File: src/hw/decode_pkg.sv
// RV32I base set only; the M extension, FENCE and system opcodes have no entries and decode as illegal
package decode_pkg;

    localparam int XLEN       = 32;
    localparam int REG_ADDR_W = 5;
    localparam int NUM_REGS   = 32;

    // Major opcodes kept from the base set
    localparam logic [6:0] OP_LUI    = 7'b0110111;
    localparam logic [6:0] OP_AUIPC  = 7'b0010111;
    localparam logic [6:0] OP_JAL    = 7'b1101111;
    localparam logic [6:0] OP_JALR   = 7'b1100111;
    localparam logic [6:0] OP_BRANCH = 7'b1100011;
    localparam logic [6:0] OP_LOAD   = 7'b0000011;
    localparam logic [6:0] OP_STORE  = 7'b0100011;
    localparam logic [6:0] OP_IMM    = 7'b0010011;
    localparam logic [6:0] OP_REG    = 7'b0110011;

    // ALU funct3 codes, shared by OP_IMM and OP_REG
    localparam logic [2:0] F3_ADD_SUB = 3'b000;
    localparam logic [2:0] F3_SLL     = 3'b001;
    localparam logic [2:0] F3_SLT     = 3'b010;
    localparam logic [2:0] F3_SLTU    = 3'b011;
    localparam logic [2:0] F3_XOR     = 3'b100;
    localparam logic [2:0] F3_SR      = 3'b101;
    localparam logic [2:0] F3_OR      = 3'b110;
    localparam logic [2:0] F3_AND     = 3'b111;

    localparam logic [6:0] F7_ZERO = 7'b0000000;
    localparam logic [6:0] F7_ALT  = 7'b0100000; // SUB, SRA, SRAI

    typedef enum logic [2:0] {FMT_R, FMT_I, FMT_S, FMT_B, FMT_U, FMT_J} instr_fmt_e;

    typedef enum logic [3:0] {
        ALU_ADD,
        ALU_SUB,
        ALU_SLL,
        ALU_SLT,
        ALU_SLTU,
        ALU_XOR,
        ALU_SRL,
        ALU_SRA,
        ALU_OR,
        ALU_AND,
        ALU_PASS_B // LUI result is op2
    } alu_op_e;

    typedef enum logic [2:0] {
        KIND_NONE, // Bubble
        KIND_ALU,
        KIND_LOAD,
        KIND_STORE,
        KIND_BRANCH,
        KIND_JAL,
        KIND_JALR,
        KIND_UPPER // LUI and AUIPC
    } op_kind_e;

    typedef enum logic [1:0] {FWD_NONE, FWD_EXEC, FWD_WB} fwd_sel_e;

    typedef struct packed {
        logic [6:0]            funct7;
        logic [REG_ADDR_W-1:0] rs2;
        logic [REG_ADDR_W-1:0] rs1;
        logic [2:0]            funct3;
        logic [REG_ADDR_W-1:0] rd;
        logic [6:0]            opcode;
    } r_fmt_t;

    typedef struct packed {
        logic [11:0]           imm_11_0;
        logic [REG_ADDR_W-1:0] rs1;
        logic [2:0]            funct3;
        logic [REG_ADDR_W-1:0] rd;
        logic [6:0]            opcode;
    } i_fmt_t;

    typedef struct packed {
        logic [6:0]            imm_11_5;
        logic [REG_ADDR_W-1:0] rs2;
        logic [REG_ADDR_W-1:0] rs1;
        logic [2:0]            funct3;
        logic [4:0]            imm_4_0;
        logic [6:0]            opcode;
    } s_fmt_t;

    typedef struct packed {
        logic                  imm_12;
        logic [5:0]            imm_10_5;
        logic [REG_ADDR_W-1:0] rs2;
        logic [REG_ADDR_W-1:0] rs1;
        logic [2:0]            funct3;
        logic [3:0]            imm_4_1;
        logic                  imm_11;
        logic [6:0]            opcode;
    } b_fmt_t;

    typedef struct packed {
        logic [19:0]           imm_31_12;
        logic [REG_ADDR_W-1:0] rd;
        logic [6:0]            opcode;
    } u_fmt_t;

    typedef struct packed {
        logic                  imm_20;
        logic [9:0]            imm_10_1;
        logic                  imm_11;
        logic [7:0]            imm_19_12;
        logic [REG_ADDR_W-1:0] rd;
        logic [6:0]            opcode;
    } j_fmt_t;

    // One instruction word seen through each encoding
    typedef union packed {
        r_fmt_t r;
        i_fmt_t i;
        s_fmt_t s;
        b_fmt_t b;
        u_fmt_t u;
        j_fmt_t j;
    } instr_u;

    // All zeros is the bubble
    typedef struct packed {
        op_kind_e   kind;
        alu_op_e    alu_op;
        logic       op1_pc;    // Operand 1 is the PC
        logic       op2_imm;   // Operand 2 is the immediate
        logic [2:0] funct3;    // Branch condition or memory size
        logic       writes_rd;
        logic [2:0] spare;     // Held at zero
    } micro_op_t;

    typedef struct packed {
        logic lt;
        logic ltu;
        logic eq;
    } cmp_flags_t;

    typedef struct packed {
        logic [REG_ADDR_W-1:0] addr;
        logic [XLEN-1:0]       data;
        logic                  en;
    } wb_port_t;

    typedef struct packed {
        micro_op_t             uop;
        logic [XLEN-1:0]       op1;
        logic [XLEN-1:0]       op2;
        cmp_flags_t            cmp;
        logic [1:0]            fmt_jb;  // Bit 1 J format, bit 0 B format
        logic [REG_ADDR_W-1:0] rd;
        logic [XLEN-1:0]       pc_plus;
    } exec_bundle_t;

endpackage

File: src/hw/instr_decoder.sv
// Purely combinational; illegal encodings give a bubble uop and FMT_R, store data is not carried in the uop
`timescale 1ns/1ns

module instr_decoder import decode_pkg::*; (
    input  instr_u     instr_i,
    output micro_op_t  uop_o,
    output instr_fmt_e fmt_o,
    output logic       illegal_o
);

    micro_op_t  uop_raw;
    instr_fmt_e fmt_raw;
    logic       legal;
    logic [2:0] f3;
    logic [6:0] f7;

    assign f3 = instr_i.r.funct3;
    assign f7 = instr_i.r.funct7;

    // Same funct3 map for register and immediate ALU ops
    function automatic alu_op_e alu_from_f3(input logic [2:0] funct3, input logic alt);
        case (funct3)
            F3_ADD_SUB: return alt ? ALU_SUB : ALU_ADD;
            F3_SLL:     return ALU_SLL;
            F3_SLT:     return ALU_SLT;
            F3_SLTU:    return ALU_SLTU;
            F3_XOR:     return ALU_XOR;
            F3_SR:      return alt ? ALU_SRA : ALU_SRL;
            F3_OR:      return ALU_OR;
            default:    return ALU_AND;
        endcase
    endfunction

    always_comb begin
        uop_raw = '0;
        fmt_raw = FMT_R;
        legal   = 1'b1;
        case (instr_i.r.opcode)
            OP_LUI: begin
                uop_raw.kind      = KIND_UPPER;
                uop_raw.alu_op    = ALU_PASS_B;
                uop_raw.op2_imm   = 1'b1;
                uop_raw.writes_rd = 1'b1;
                fmt_raw           = FMT_U;
            end
            OP_AUIPC: begin
                uop_raw.kind      = KIND_UPPER;
                uop_raw.alu_op    = ALU_ADD;
                uop_raw.op1_pc    = 1'b1; // PC + upper immediate
                uop_raw.op2_imm   = 1'b1;
                uop_raw.writes_rd = 1'b1;
                fmt_raw           = FMT_U;
            end
            OP_JAL: begin
                uop_raw.kind      = KIND_JAL;
                uop_raw.alu_op    = ALU_ADD;
                uop_raw.op1_pc    = 1'b1; // Target is PC + offset
                uop_raw.op2_imm   = 1'b1;
                uop_raw.writes_rd = 1'b1;
                fmt_raw           = FMT_J;
            end
            OP_JALR: begin
                uop_raw.kind      = KIND_JALR;
                uop_raw.alu_op    = ALU_ADD; // Target is rs1 + offset
                uop_raw.op2_imm   = 1'b1;
                uop_raw.writes_rd = 1'b1;
                fmt_raw           = FMT_I;
                legal             = (f3 == 3'b000);
            end
            OP_BRANCH: begin
                uop_raw.kind   = KIND_BRANCH;
                uop_raw.alu_op = ALU_SUB;
                uop_raw.funct3 = f3;
                fmt_raw        = FMT_B;
                legal          = (f3[2:1] != 2'b01); // No 010 or 011 condition
            end
            OP_LOAD: begin
                uop_raw.kind      = KIND_LOAD;
                uop_raw.alu_op    = ALU_ADD;
                uop_raw.op2_imm   = 1'b1;
                uop_raw.funct3    = f3;
                uop_raw.writes_rd = 1'b1;
                fmt_raw           = FMT_I;
                legal             = (f3 != 3'b011) && (f3[2:1] != 2'b11); // LB LH LW LBU LHU
            end
            OP_STORE: begin
                uop_raw.kind    = KIND_STORE;
                uop_raw.alu_op  = ALU_ADD;
                uop_raw.op2_imm = 1'b1;
                uop_raw.funct3  = f3;
                fmt_raw         = FMT_S;
                legal           = !f3[2] && (f3 != 3'b011); // SB SH SW
            end
            OP_IMM: begin
                uop_raw.kind      = KIND_ALU;
                uop_raw.alu_op    = alu_from_f3(f3, (f3 == F3_SR) && (f7 == F7_ALT));
                uop_raw.op2_imm   = 1'b1;
                uop_raw.funct3    = f3;
                uop_raw.writes_rd = 1'b1;
                fmt_raw           = FMT_I;
                // Upper immediate bits are funct7 only for the shifts
                if (f3 == F3_SLL) begin
                    legal = (f7 == F7_ZERO);
                end else if (f3 == F3_SR) begin
                    legal = (f7 == F7_ZERO) || (f7 == F7_ALT);
                end
            end
            OP_REG: begin
                uop_raw.kind      = KIND_ALU;
                uop_raw.alu_op    = alu_from_f3(f3, f7 == F7_ALT);
                uop_raw.funct3    = f3;
                uop_raw.writes_rd = 1'b1;
                fmt_raw           = FMT_R;
                legal = (f7 == F7_ZERO) ||
                        ((f7 == F7_ALT) && ((f3 == F3_ADD_SUB) || (f3 == F3_SR)));
            end
            default: legal = 1'b0; // Includes FENCE and SYSTEM
        endcase
    end

    assign uop_o     = legal ? uop_raw : '0;
    assign fmt_o     = legal ? fmt_raw : FMT_R;
    assign illegal_o = !legal;

endmodule

File: src/hw/imm_gen.sv
// Combinational; all immediates sign extend from instruction bit 31 and FMT_R or unused codes give zero
`timescale 1ns/1ns

module imm_gen import decode_pkg::*; (
    input  instr_u            instr_i,
    input  instr_fmt_e        fmt_i,
    output logic [XLEN-1:0]   imm_o
);

    always_comb begin
        case (fmt_i)
            FMT_I: imm_o = {{20{instr_i.i.imm_11_0[11]}}, instr_i.i.imm_11_0};
            FMT_S: imm_o = {{20{instr_i.s.imm_11_5[6]}}, instr_i.s.imm_11_5, instr_i.s.imm_4_0};
            FMT_B: begin
                imm_o = {{19{instr_i.b.imm_12}}, instr_i.b.imm_12, instr_i.b.imm_11,
                         instr_i.b.imm_10_5, instr_i.b.imm_4_1, 1'b0}; // Halfword aligned
            end
            FMT_U: imm_o = {instr_i.u.imm_31_12, 12'b0};
            FMT_J: begin
                imm_o = {{11{instr_i.j.imm_20}}, instr_i.j.imm_20, instr_i.j.imm_19_12,
                         instr_i.j.imm_11, instr_i.j.imm_10_1, 1'b0};
            end
            default: imm_o = '0; // No immediate in R format
        endcase
    end

endmodule

File: src/hw/reg_file.sv
// Reads are combinational and see the old value during a same-cycle write, so writeback must be forwarded
`timescale 1ns/1ns

module reg_file import decode_pkg::*; (
    input  logic                  clk_i,
    input  logic                  reset_i,
    input  logic [REG_ADDR_W-1:0] rs1_addr_i,
    input  logic [REG_ADDR_W-1:0] rs2_addr_i,
    input  wb_port_t              wb_i,
    output logic [XLEN-1:0]       rs1_data_o,
    output logic [XLEN-1:0]       rs2_data_o
);

    // x0 has no storage
    logic [XLEN-1:0] regs [1:NUM_REGS-1];

    always_ff @(posedge clk_i) begin
        if (reset_i) begin
            for (int k = 1; k < NUM_REGS; k++) begin
                regs[k] <= '0;
            end
        end else if (wb_i.en && (wb_i.addr != '0)) begin
            regs[wb_i.addr] <= wb_i.data; // Writes to x0 dropped
        end
    end

    assign rs1_data_o = (rs1_addr_i == '0) ? '0 : regs[rs1_addr_i];
    assign rs2_data_o = (rs2_addr_i == '0) ? '0 : regs[rs2_addr_i];

endmodule

File: src/hw/operand_select.sv
// Forwarding is applied before the PC or immediate choice, so an immediate operand 2 is never overridden
`timescale 1ns/1ns

module operand_select import decode_pkg::*; (
    input  micro_op_t       uop_i,
    input  logic [XLEN-1:0] pc_i,
    input  logic [XLEN-1:0] imm_i,
    input  logic [XLEN-1:0] rs1_data_i,
    input  logic [XLEN-1:0] rs2_data_i,
    input  logic [XLEN-1:0] exec_fwd_i,
    input  logic [XLEN-1:0] wb_data_i,
    input  fwd_sel_e        fwd1_sel_i,
    input  fwd_sel_e        fwd2_sel_i,
    output logic [XLEN-1:0] op1_o,
    output logic [XLEN-1:0] op2_o,
    output cmp_flags_t      cmp_o
);

    logic [XLEN-1:0] rs1_fwd;
    logic [XLEN-1:0] rs2_fwd;

    function automatic logic [XLEN-1:0] pick_fwd(
        input fwd_sel_e        sel,
        input logic [XLEN-1:0] reg_val,
        input logic [XLEN-1:0] exec_val,
        input logic [XLEN-1:0] wb_val
    );
        case (sel)
            FWD_EXEC: return exec_val;
            FWD_WB:   return wb_val;
            default:  return reg_val; // FWD_NONE and the unused code
        endcase
    endfunction

    assign rs1_fwd = pick_fwd(fwd1_sel_i, rs1_data_i, exec_fwd_i, wb_data_i);
    assign rs2_fwd = pick_fwd(fwd2_sel_i, rs2_data_i, exec_fwd_i, wb_data_i);

    assign op1_o = uop_i.op1_pc  ? pc_i  : rs1_fwd;
    assign op2_o = uop_i.op2_imm ? imm_i : rs2_fwd;

    // Relations for branches and set-less-than
    assign cmp_o.lt  = $signed(rs1_fwd) < $signed(op2_o);
    assign cmp_o.ltu = rs1_fwd < op2_o;
    assign cmp_o.eq  = rs1_fwd == op2_o;

endmodule

File: src/hw/decode_stage.sv
// Decode and register read; exec_o lags instr_i by one edge, flush beats stall, and rs/illegal are combinational
`timescale 1ns/1ns

module decode_stage import decode_pkg::*; (
    input  logic                  clk_i,
    input  logic                  reset_i,
    input  instr_u                instr_i,
    input  logic [XLEN-1:0]       pc_i,
    input  logic [XLEN-1:0]       pc_plus_i,
    input  wb_port_t              wb_i,
    input  logic [XLEN-1:0]       exec_fwd_i,
    input  logic                  stall_i,
    input  logic                  flush_i,
    input  fwd_sel_e              fwd1_sel_i,
    input  fwd_sel_e              fwd2_sel_i,
    output exec_bundle_t          exec_o,
    output logic [REG_ADDR_W-1:0] rs1_addr_o,
    output logic [REG_ADDR_W-1:0] rs2_addr_o,
    output logic                  illegal_o
);

    micro_op_t       uop;
    instr_fmt_e      fmt;
    logic [XLEN-1:0] imm;
    logic [XLEN-1:0] rs1_data;
    logic [XLEN-1:0] rs2_data;
    logic [XLEN-1:0] op1;
    logic [XLEN-1:0] op2;
    cmp_flags_t      cmp;
    exec_bundle_t    exec_next;

    // Hazard unit compares these against younger destinations
    assign rs1_addr_o = instr_i.r.rs1;
    assign rs2_addr_o = instr_i.r.rs2;

    instr_decoder u_decoder (
        .instr_i   (instr_i),
        .uop_o     (uop),
        .fmt_o     (fmt),
        .illegal_o (illegal_o)
    );

    imm_gen u_imm_gen (
        .instr_i (instr_i),
        .fmt_i   (fmt),
        .imm_o   (imm)
    );

    reg_file u_reg_file (
        .clk_i      (clk_i),
        .reset_i    (reset_i),
        .rs1_addr_i (instr_i.r.rs1),
        .rs2_addr_i (instr_i.r.rs2),
        .wb_i       (wb_i),
        .rs1_data_o (rs1_data),
        .rs2_data_o (rs2_data)
    );

    operand_select u_operand_select (
        .uop_i      (uop),
        .pc_i       (pc_i),
        .imm_i      (imm),
        .rs1_data_i (rs1_data),
        .rs2_data_i (rs2_data),
        .exec_fwd_i (exec_fwd_i),
        .wb_data_i  (wb_i.data),
        .fwd1_sel_i (fwd1_sel_i),
        .fwd2_sel_i (fwd2_sel_i),
        .op1_o      (op1),
        .op2_o      (op2),
        .cmp_o      (cmp)
    );

    always_comb begin
        exec_next.uop     = uop;
        exec_next.op1     = op1;
        exec_next.op2     = op2;
        exec_next.cmp     = cmp;
        exec_next.fmt_jb  = {fmt == FMT_J, fmt == FMT_B}; // Execute picks the jump target form
        exec_next.rd      = instr_i.r.rd;
        exec_next.pc_plus = pc_plus_i; // Link value for JAL and JALR
    end

    always_ff @(posedge clk_i) begin
        if (reset_i || flush_i) begin
            exec_o <= '0; // Bubble with writes_rd low
        end else if (!stall_i) begin
            exec_o <= exec_next;
        end
    end

endmodule

File: config.mk
export PLATFORM = sky130hd
export DESIGN_NAME = decode_stage
export DESIGN_NICKNAME = d
export VERILOG_FILES = /design/src/hw/decode_pkg.sv /design/src/hw/instr_decoder.sv /design/src/hw/imm_gen.sv /design/src/hw/reg_file.sv /design/src/hw/operand_select.sv /design/src/hw/decode_stage.sv
export SDC_FILE = /design/constraint.sdc
export NUM_CORES = 2
export LEC_CHECK = 0
export BUFFER_PORTS_ARGS = -buffer_cell sky130_fd_sc_hd__buf_4
export CAP_MARGIN = 15
export CORE_UTILIZATION = 69
export CTS_BUF_LIST = sky130_fd_sc_hd__clkbuf_4
export CTS_CLUSTER_DIAMETER = 30
export DETAILED_ROUTE_END_ITERATION = 10
export GPL_TIMING_DRIVEN = 1
export PLACE_DENSITY_LB_ADDON = 0.12
export SLEW_MARGIN = 25
export SYNTH_ARGS = -nofsm -noshare
export SYNTH_HDL_FRONTEND = slang
export SYNTH_SLANG_ARGS = --single-unit
File: constraint.sdc
create_clock -name clk_i -period 11.6 [get_ports clk_i]
set_input_delay 2.32 -clock clk_i [delete_from_list [all_inputs] [get_ports clk_i]]
set_output_delay 2.32 -clock clk_i [all_outputs]
set_load 0.03 [all_outputs]
== After elaboration in Yosys (flattened, before gate mapping) ==
Memory sizes are Yosys's and may differ from the RTL's.
Cells that the tools add are included.
Operators by class
  magnitude comparators: 2
  equal/unequal tests: 29
  muxes and demuxes: 32
  reduce and logical (&&, ||, !) cells: 24
Operator list (count)
  $mux W32: 5
  $pmux W32 S5: 1
  $pmux W32 S2: 2
  $lt A32 B32 Y1: 2
  $pmux W7 S9: 1
  $pmux W4 S7: 2
  $eq A32 B32 Y1: 1
  $reduce_or A32 Y1: 1
  $eq A7 B6 Y1 const B: 4
  $eq A7 B7 Y1 const B: 3
  $mux W16: 1
  $eq A3 B3 Y1 const B: 5
  $mux W1: 15
  $pmux W3 S5: 1
  $eq A7 B5 Y1 const B: 2
  $reduce_or A7 Y1: 2
  $eq A3 B2 Y1 const B: 4
  $logic_not A5 Y1: 2
  $eq A7 B2 Y1 const B: 1
  $logic_not A7 Y1: 1
  $pmux W1 S7: 1
  $eq A3 B1 Y1 const B: 2
  $mux W3: 2
  $reduce_or A3 Y1: 2
  13 further kinds: 24
Word-level totals
  bits in registers: 122
  bits in writable memories: 992
  input bits: 174
  output and inout port bits: 133
  word-level logic and storage cells: 103
  memories: 1
Memory list
  u_reg_file.regs: depth 31, bits a word 32, read ports 2, clocked after Yosys merged registers in 0, wr ports 31, line reg_file.sv:15  | logic [XLEN-1:0] regs [1:NUM_REGS-1];

== Depth between registers and ports, before layout ==
  word-level depth: 10
  mapped depth: 18
  depth with buffers taken out: 15

== Modules after synthesis ==
A second synthesis with hierarchy kept.
Unflattened totals
  cell total of the unflattened synthesis: 4674
  area, all modules: 62946.6 sq um
By module, submodules not included
  reg_file: times used 1, cells each 3690, area an instance 54712.5 sq um, sequential area each 30749.5 sq um
  decode_stage: times used 1, cells each 407, area an instance 4463.0 sq um, sequential area each 2442.3 sq um
  operand_select: times used 1, cells each 416, area an instance 2778.9 sq um, sequential area each 0.0 sq um
  instr_decoder: times used 1, cells each 95, area an instance 601.8 sq um, sequential area each 0.0 sq um
  imm_gen: times used 1, cells each 66, area an instance 390.4 sq um, sequential area each 0.0 sq um

== Worst setup path before layout ==
Ideal clock, no wire load.
  kind: input to output
  start point: in instr_i[3] (netlist bit)
  end point: out illegal_o
  arrival: 3.850 ns
  data required time: 9.280 ns
  path slack: 5.430 ns
  cell stages on the path: 6
  buffers on the path: 2
  path through: buf_2 -> nor2_1 -> and3_1 -> buf_6 -> or4_4 -> nor2_2
On the way
  longest elaborated chain between the ends: 4
  elaborated cells on any way between the ends: 12
  classes of those cells: 9 x eq/ne; 1 x mux; 2 x reduce/logical
RTL lines
  start: declaration: line decode_stage.sv:7  | input instr_u instr_i,
  $eq A7 B6 Y1, or another cell as far along: line instr_decoder.sv:38  | case (instr_i.r.opcode)
  $reduce_or A3 Y1 (no source line)
  $pmux W1 S7 *: line instr_decoder.sv:38
  $logic_not A1 Y1 *: line instr_decoder.sv:123  | assign illegal_o = !legal;
  end: declaration: line decode_stage.sv:19  | output logic illegal_o
Mark *: on every way between the ends. The rest lies on a longest branch, timed or not.

== Worst setup path in the final report ==
  start point: in instr_i[20] (netlist bit)
  end point: reg exec_o[40] (netlist bit)
On the way
  longest elaborated chain between the ends: 5
  elaborated cells on any way between the ends: 7
  classes of those cells: 1 x order compare; 4 x mux; 1 x reduce/logical; 1 x memory
RTL lines
  $mem_v2 Z31 W32 or $logic_not A5 Y1 (tied branches)
  $mux W32: line reg_file.sv:28  | assign rs2_data_o = (rs2_addr_i == '0) ? '0 : regs[rs2_addr_i];
  $pmux W32 S2: line operand_select.sv:28  | case (sel)
  $mux W32 *: line operand_select.sv:39  | assign op2_o = uop_i.op2_imm ? imm_i : rs2_fwd;
  $lt A32 B32 Y1 *: line operand_select.sv:43  | assign cmp_o.ltu = rs1_fwd < op2_o;
  end signal: assignment: line decode_stage.sv:88  | exec_o <= exec_next;
  end: declaration: line decode_stage.sv:16  | output exec_bundle_t exec_o,
Marked as above.
A chain may end at the register's enable or synchronous reset.

==> run metrics <==
CP endpoint kind=flop; slowest stage delay, CP=1000 ps; number of buffers created by CTS=319; postcts setup bufs=0; Final HPWL DP=135000 um; Psw=2.75 mW; outcome=finished, final reports clean; drt pass-1 iters=8; number of synthesized flops with an enable pin=1024; Critical Path AT=8290 ps; post-synthesis sequential area ratio=53.8%; Synth cell types=72; Avg Vias per Cell=7.27; Die Y=301 um; max_cap viols=0; I/O pins=307; share of layout cells above drive strength 1=30.6%; commonest non-fill, non-tap cells in the layout=1024 x edfxtp_1, 1000 x and2_1, 507 x mux4_2; Final ANT Viol Nets=0; CTS root buf=clkbuf_4; crit-path cells=buf_8, buf_4, mux4_2, mux2i_1, o22ai_1, o21ai_0, o21ai_0, o2bb2ai_1, ha_1, nand4_1, nor4_1, o21ai_0, o311ai_0, a2111oi_0, a21o_1; Final setup viols=0; Logic pwr share=15.0%; crit-path max FO=54; switch share=27.7%; detailed-route wire length=217000 um; via count=44.4k; Worst-path clk slew=60 ps; hold-fix buffer count after cts=0; DIE WIDTH=301 um; port bufs=303; ys flop type=edfxtp_1; Rows=109; Max clock buf depth=4; clock power share=36.4%; drt first-iter violations=7845; clock sinks=1143; RR Startpoint=u_reg_file.regs[11][20]; fin. max-slew vios=0; Least-Margin Pin Slew=1170 ps; final net count=4937; synthesized flop and latch total=1143; Ys Warns=0; Int Pwr=7.17 mW; CTS resizes=0; worst min path class=reg -> reg; crit path kind=in -> reg; most common cell after layout, fill and taps aside=edfxtp_1; clock skew=118 ps; relative slew slack=21.3%; final total negative setup slack=0 ps; period utilization=62.6%; Post-Syn Instances=4423; fin crit period=7260 ps; initial core utilization=69.7%; HP Start=exec_o[51]; largest net degree at the start of global routing=117; syn avg cell area=13.9 um2; Critical-path top delay cell=o21ai_0; CP required=12630 ps; RSZ-0062 raised after global routing=false; number of global-route vias before repair=43.1k; power density over the cells=145 nW/um2; crit path from=instr_i[20]; total gr overflow=0; total design power=9.92 mW; r2r setup slk=6480 ps; H-tree depth=5; Die ar.=90400 um2; DRC=0; Core Area=88400 um2; RD Place Congestion=1.08; first-pass GRT wire length=303000 um; Synth-to-Final Area Change=11.0%; final hold vios=0; initial antenna violation count=23; static leakage=24.9 nW; drt wl/cell=35.6 um; worst skew pair latency=1230 ps; VDD IR max=0.161 mV; CTS tree=done; FFs w/ async S/R, synth=0%; Global Route Usage Sum=48.4%; fmax=0.138 GHz; area of the mapped netlist=61600 um2; CP startpoint kind=primary input; cell mode on critical path=o21ai_0; register share of total power=48.5%
==> flip-flops by register name, indices dropped and copies added, names as in the netlist <==
register	cells
u_reg_file.regs	1024
exec_o	119
==> power groups by stage <==
stage	Sequential (mW)	Combinational, mW	Clock [mW]
6_report	4.81	1.49	3.61
5_1_grt	4.83	1.51	3.81
4_1_cts	4.81	1.43	3.62
3_5_place_dp	4.89	1.42	0
3_3_place_gp	4.87	1.42	0
2_1_floorplan	4.87	0.839	0
==> stage by stage <==
step / cells / utilization, % / setup WS [ps] / area, um2 / hold WS (ps)
finish: 6109 / 77.3 / 4340 / 68300 / 459
global route: 6103 / 77.3 / 4370 / 68300 / 476
CTS: 6096 / 77.2 / 4850 / 68300 / 458
detailed placement: 5571 / 72.9 / 3740 / 64400 / 444
global placement: 5570 / 72.9 / 3700 / 64400 / 435
floorplan: 4457 / - / 5430 / 61700 / 574
==> logic make-up after synthesis <==
logic type,share of synthesized area (%)
AND/OR/NAND/NOR,13.8
adder cells (fa/ha/maj),0.732
multiplexers,22.3
flip-flops,53.8
other,0.00609
buffers and inverters,3.39
AO/OA/AOI/OAI,5.97
XOR/XNOR,0.0142
==> path summary, 6_finish.rpt <==
kind	endpoint	cells past startpoint
hold / removal	exec_o[51]	2
hold reg to reg	exec_o[51]	2
setup reg to reg	exec_o[40]	13
setup / recovery	exec_o[40]	15
==> synth_stat cells, types with 8 or more instances <==
master / instances / area, um2
o21ai_1: 17 / 85.1
and3_1: 8 / 50.1
o2bb2ai_1: 15 / 131
buf_2: 58 / 290
nand4_1: 9 / 56.3
buf_4: 52 / 390
a21oi_1: 113 / 566
or2_2: 44 / 275
nand2_1: 136 / 510
a211oi_1: 17 / 128
a221oi_1: 10 / 87.6
buf_1: 21 / 78.8
o211ai_1: 16 / 120
nand2b_1: 13 / 81.3
and2_1: 1000 / 6260
mux2i_1: 207 / 2070
o21ai_0: 111 / 556
edfxtp_1: 1024 / 30700
o22ai_1: 25 / 156
a22o_1: 8 / 70.1
ha_1: 36 / 450
mux4_2: 507 / 11400
clkbuf_1: 319 / 1200
a31oi_1: 12 / 75.1
nor2b_1: 19 / 119
o221ai_1: 24 / 210
inv_1: 17 / 63.8
a22oi_1: 127 / 953
mux2_2: 21 / 236
nor2_1: 171 / 642
dfxtp_1: 119 / 2380
nand3_1: 48 / 240
nor3_1: 13 / 65.1
==> layer usage <==
| layer | vias to the layer above | share of wire, % | GRT usage [%] |
|---|---|---|---|
| li1 | 17600 | - | - |
| met2 | 4242 | 44 | 70.7 |
| met1 | 21600 | 31 | 59.7 |
| met5 | - | 0.18 | 0.476 |
| met3 | 928 | 17 | 19.5 |
| met4 | 26 | 7.7 | 32.0 |
==> worst max-delay path: cells and delay by family <==
kind | cells | cell delay (ps)
buffers and inverters | 2 | 1210
AO/OA/AOI/OAI | 8 | 3090
adder cells (fa/ha/maj) | 1 | 190
AND/OR/NAND/NOR | 2 | 570
multiplexers | 2 | 820
==> area by class of cell <==
| class | count | area, um2 |
|---|---|---|
| antenna | 13 | 32.5 |
| clock buffer | 437 | 3280 |
| clock inverter | 88 | 566 |
| fill | 5423 | 20100 |
| inverter | 17 | 63.8 |
| multi-input combinational | 2841 | 26600 |
| sequential | 1143 | 33100 |
| tap | 1165 | 1460 |
| timing repair buffer | 405 | 3170 |
No activity file was read; power rests on OpenSTA's default activity.
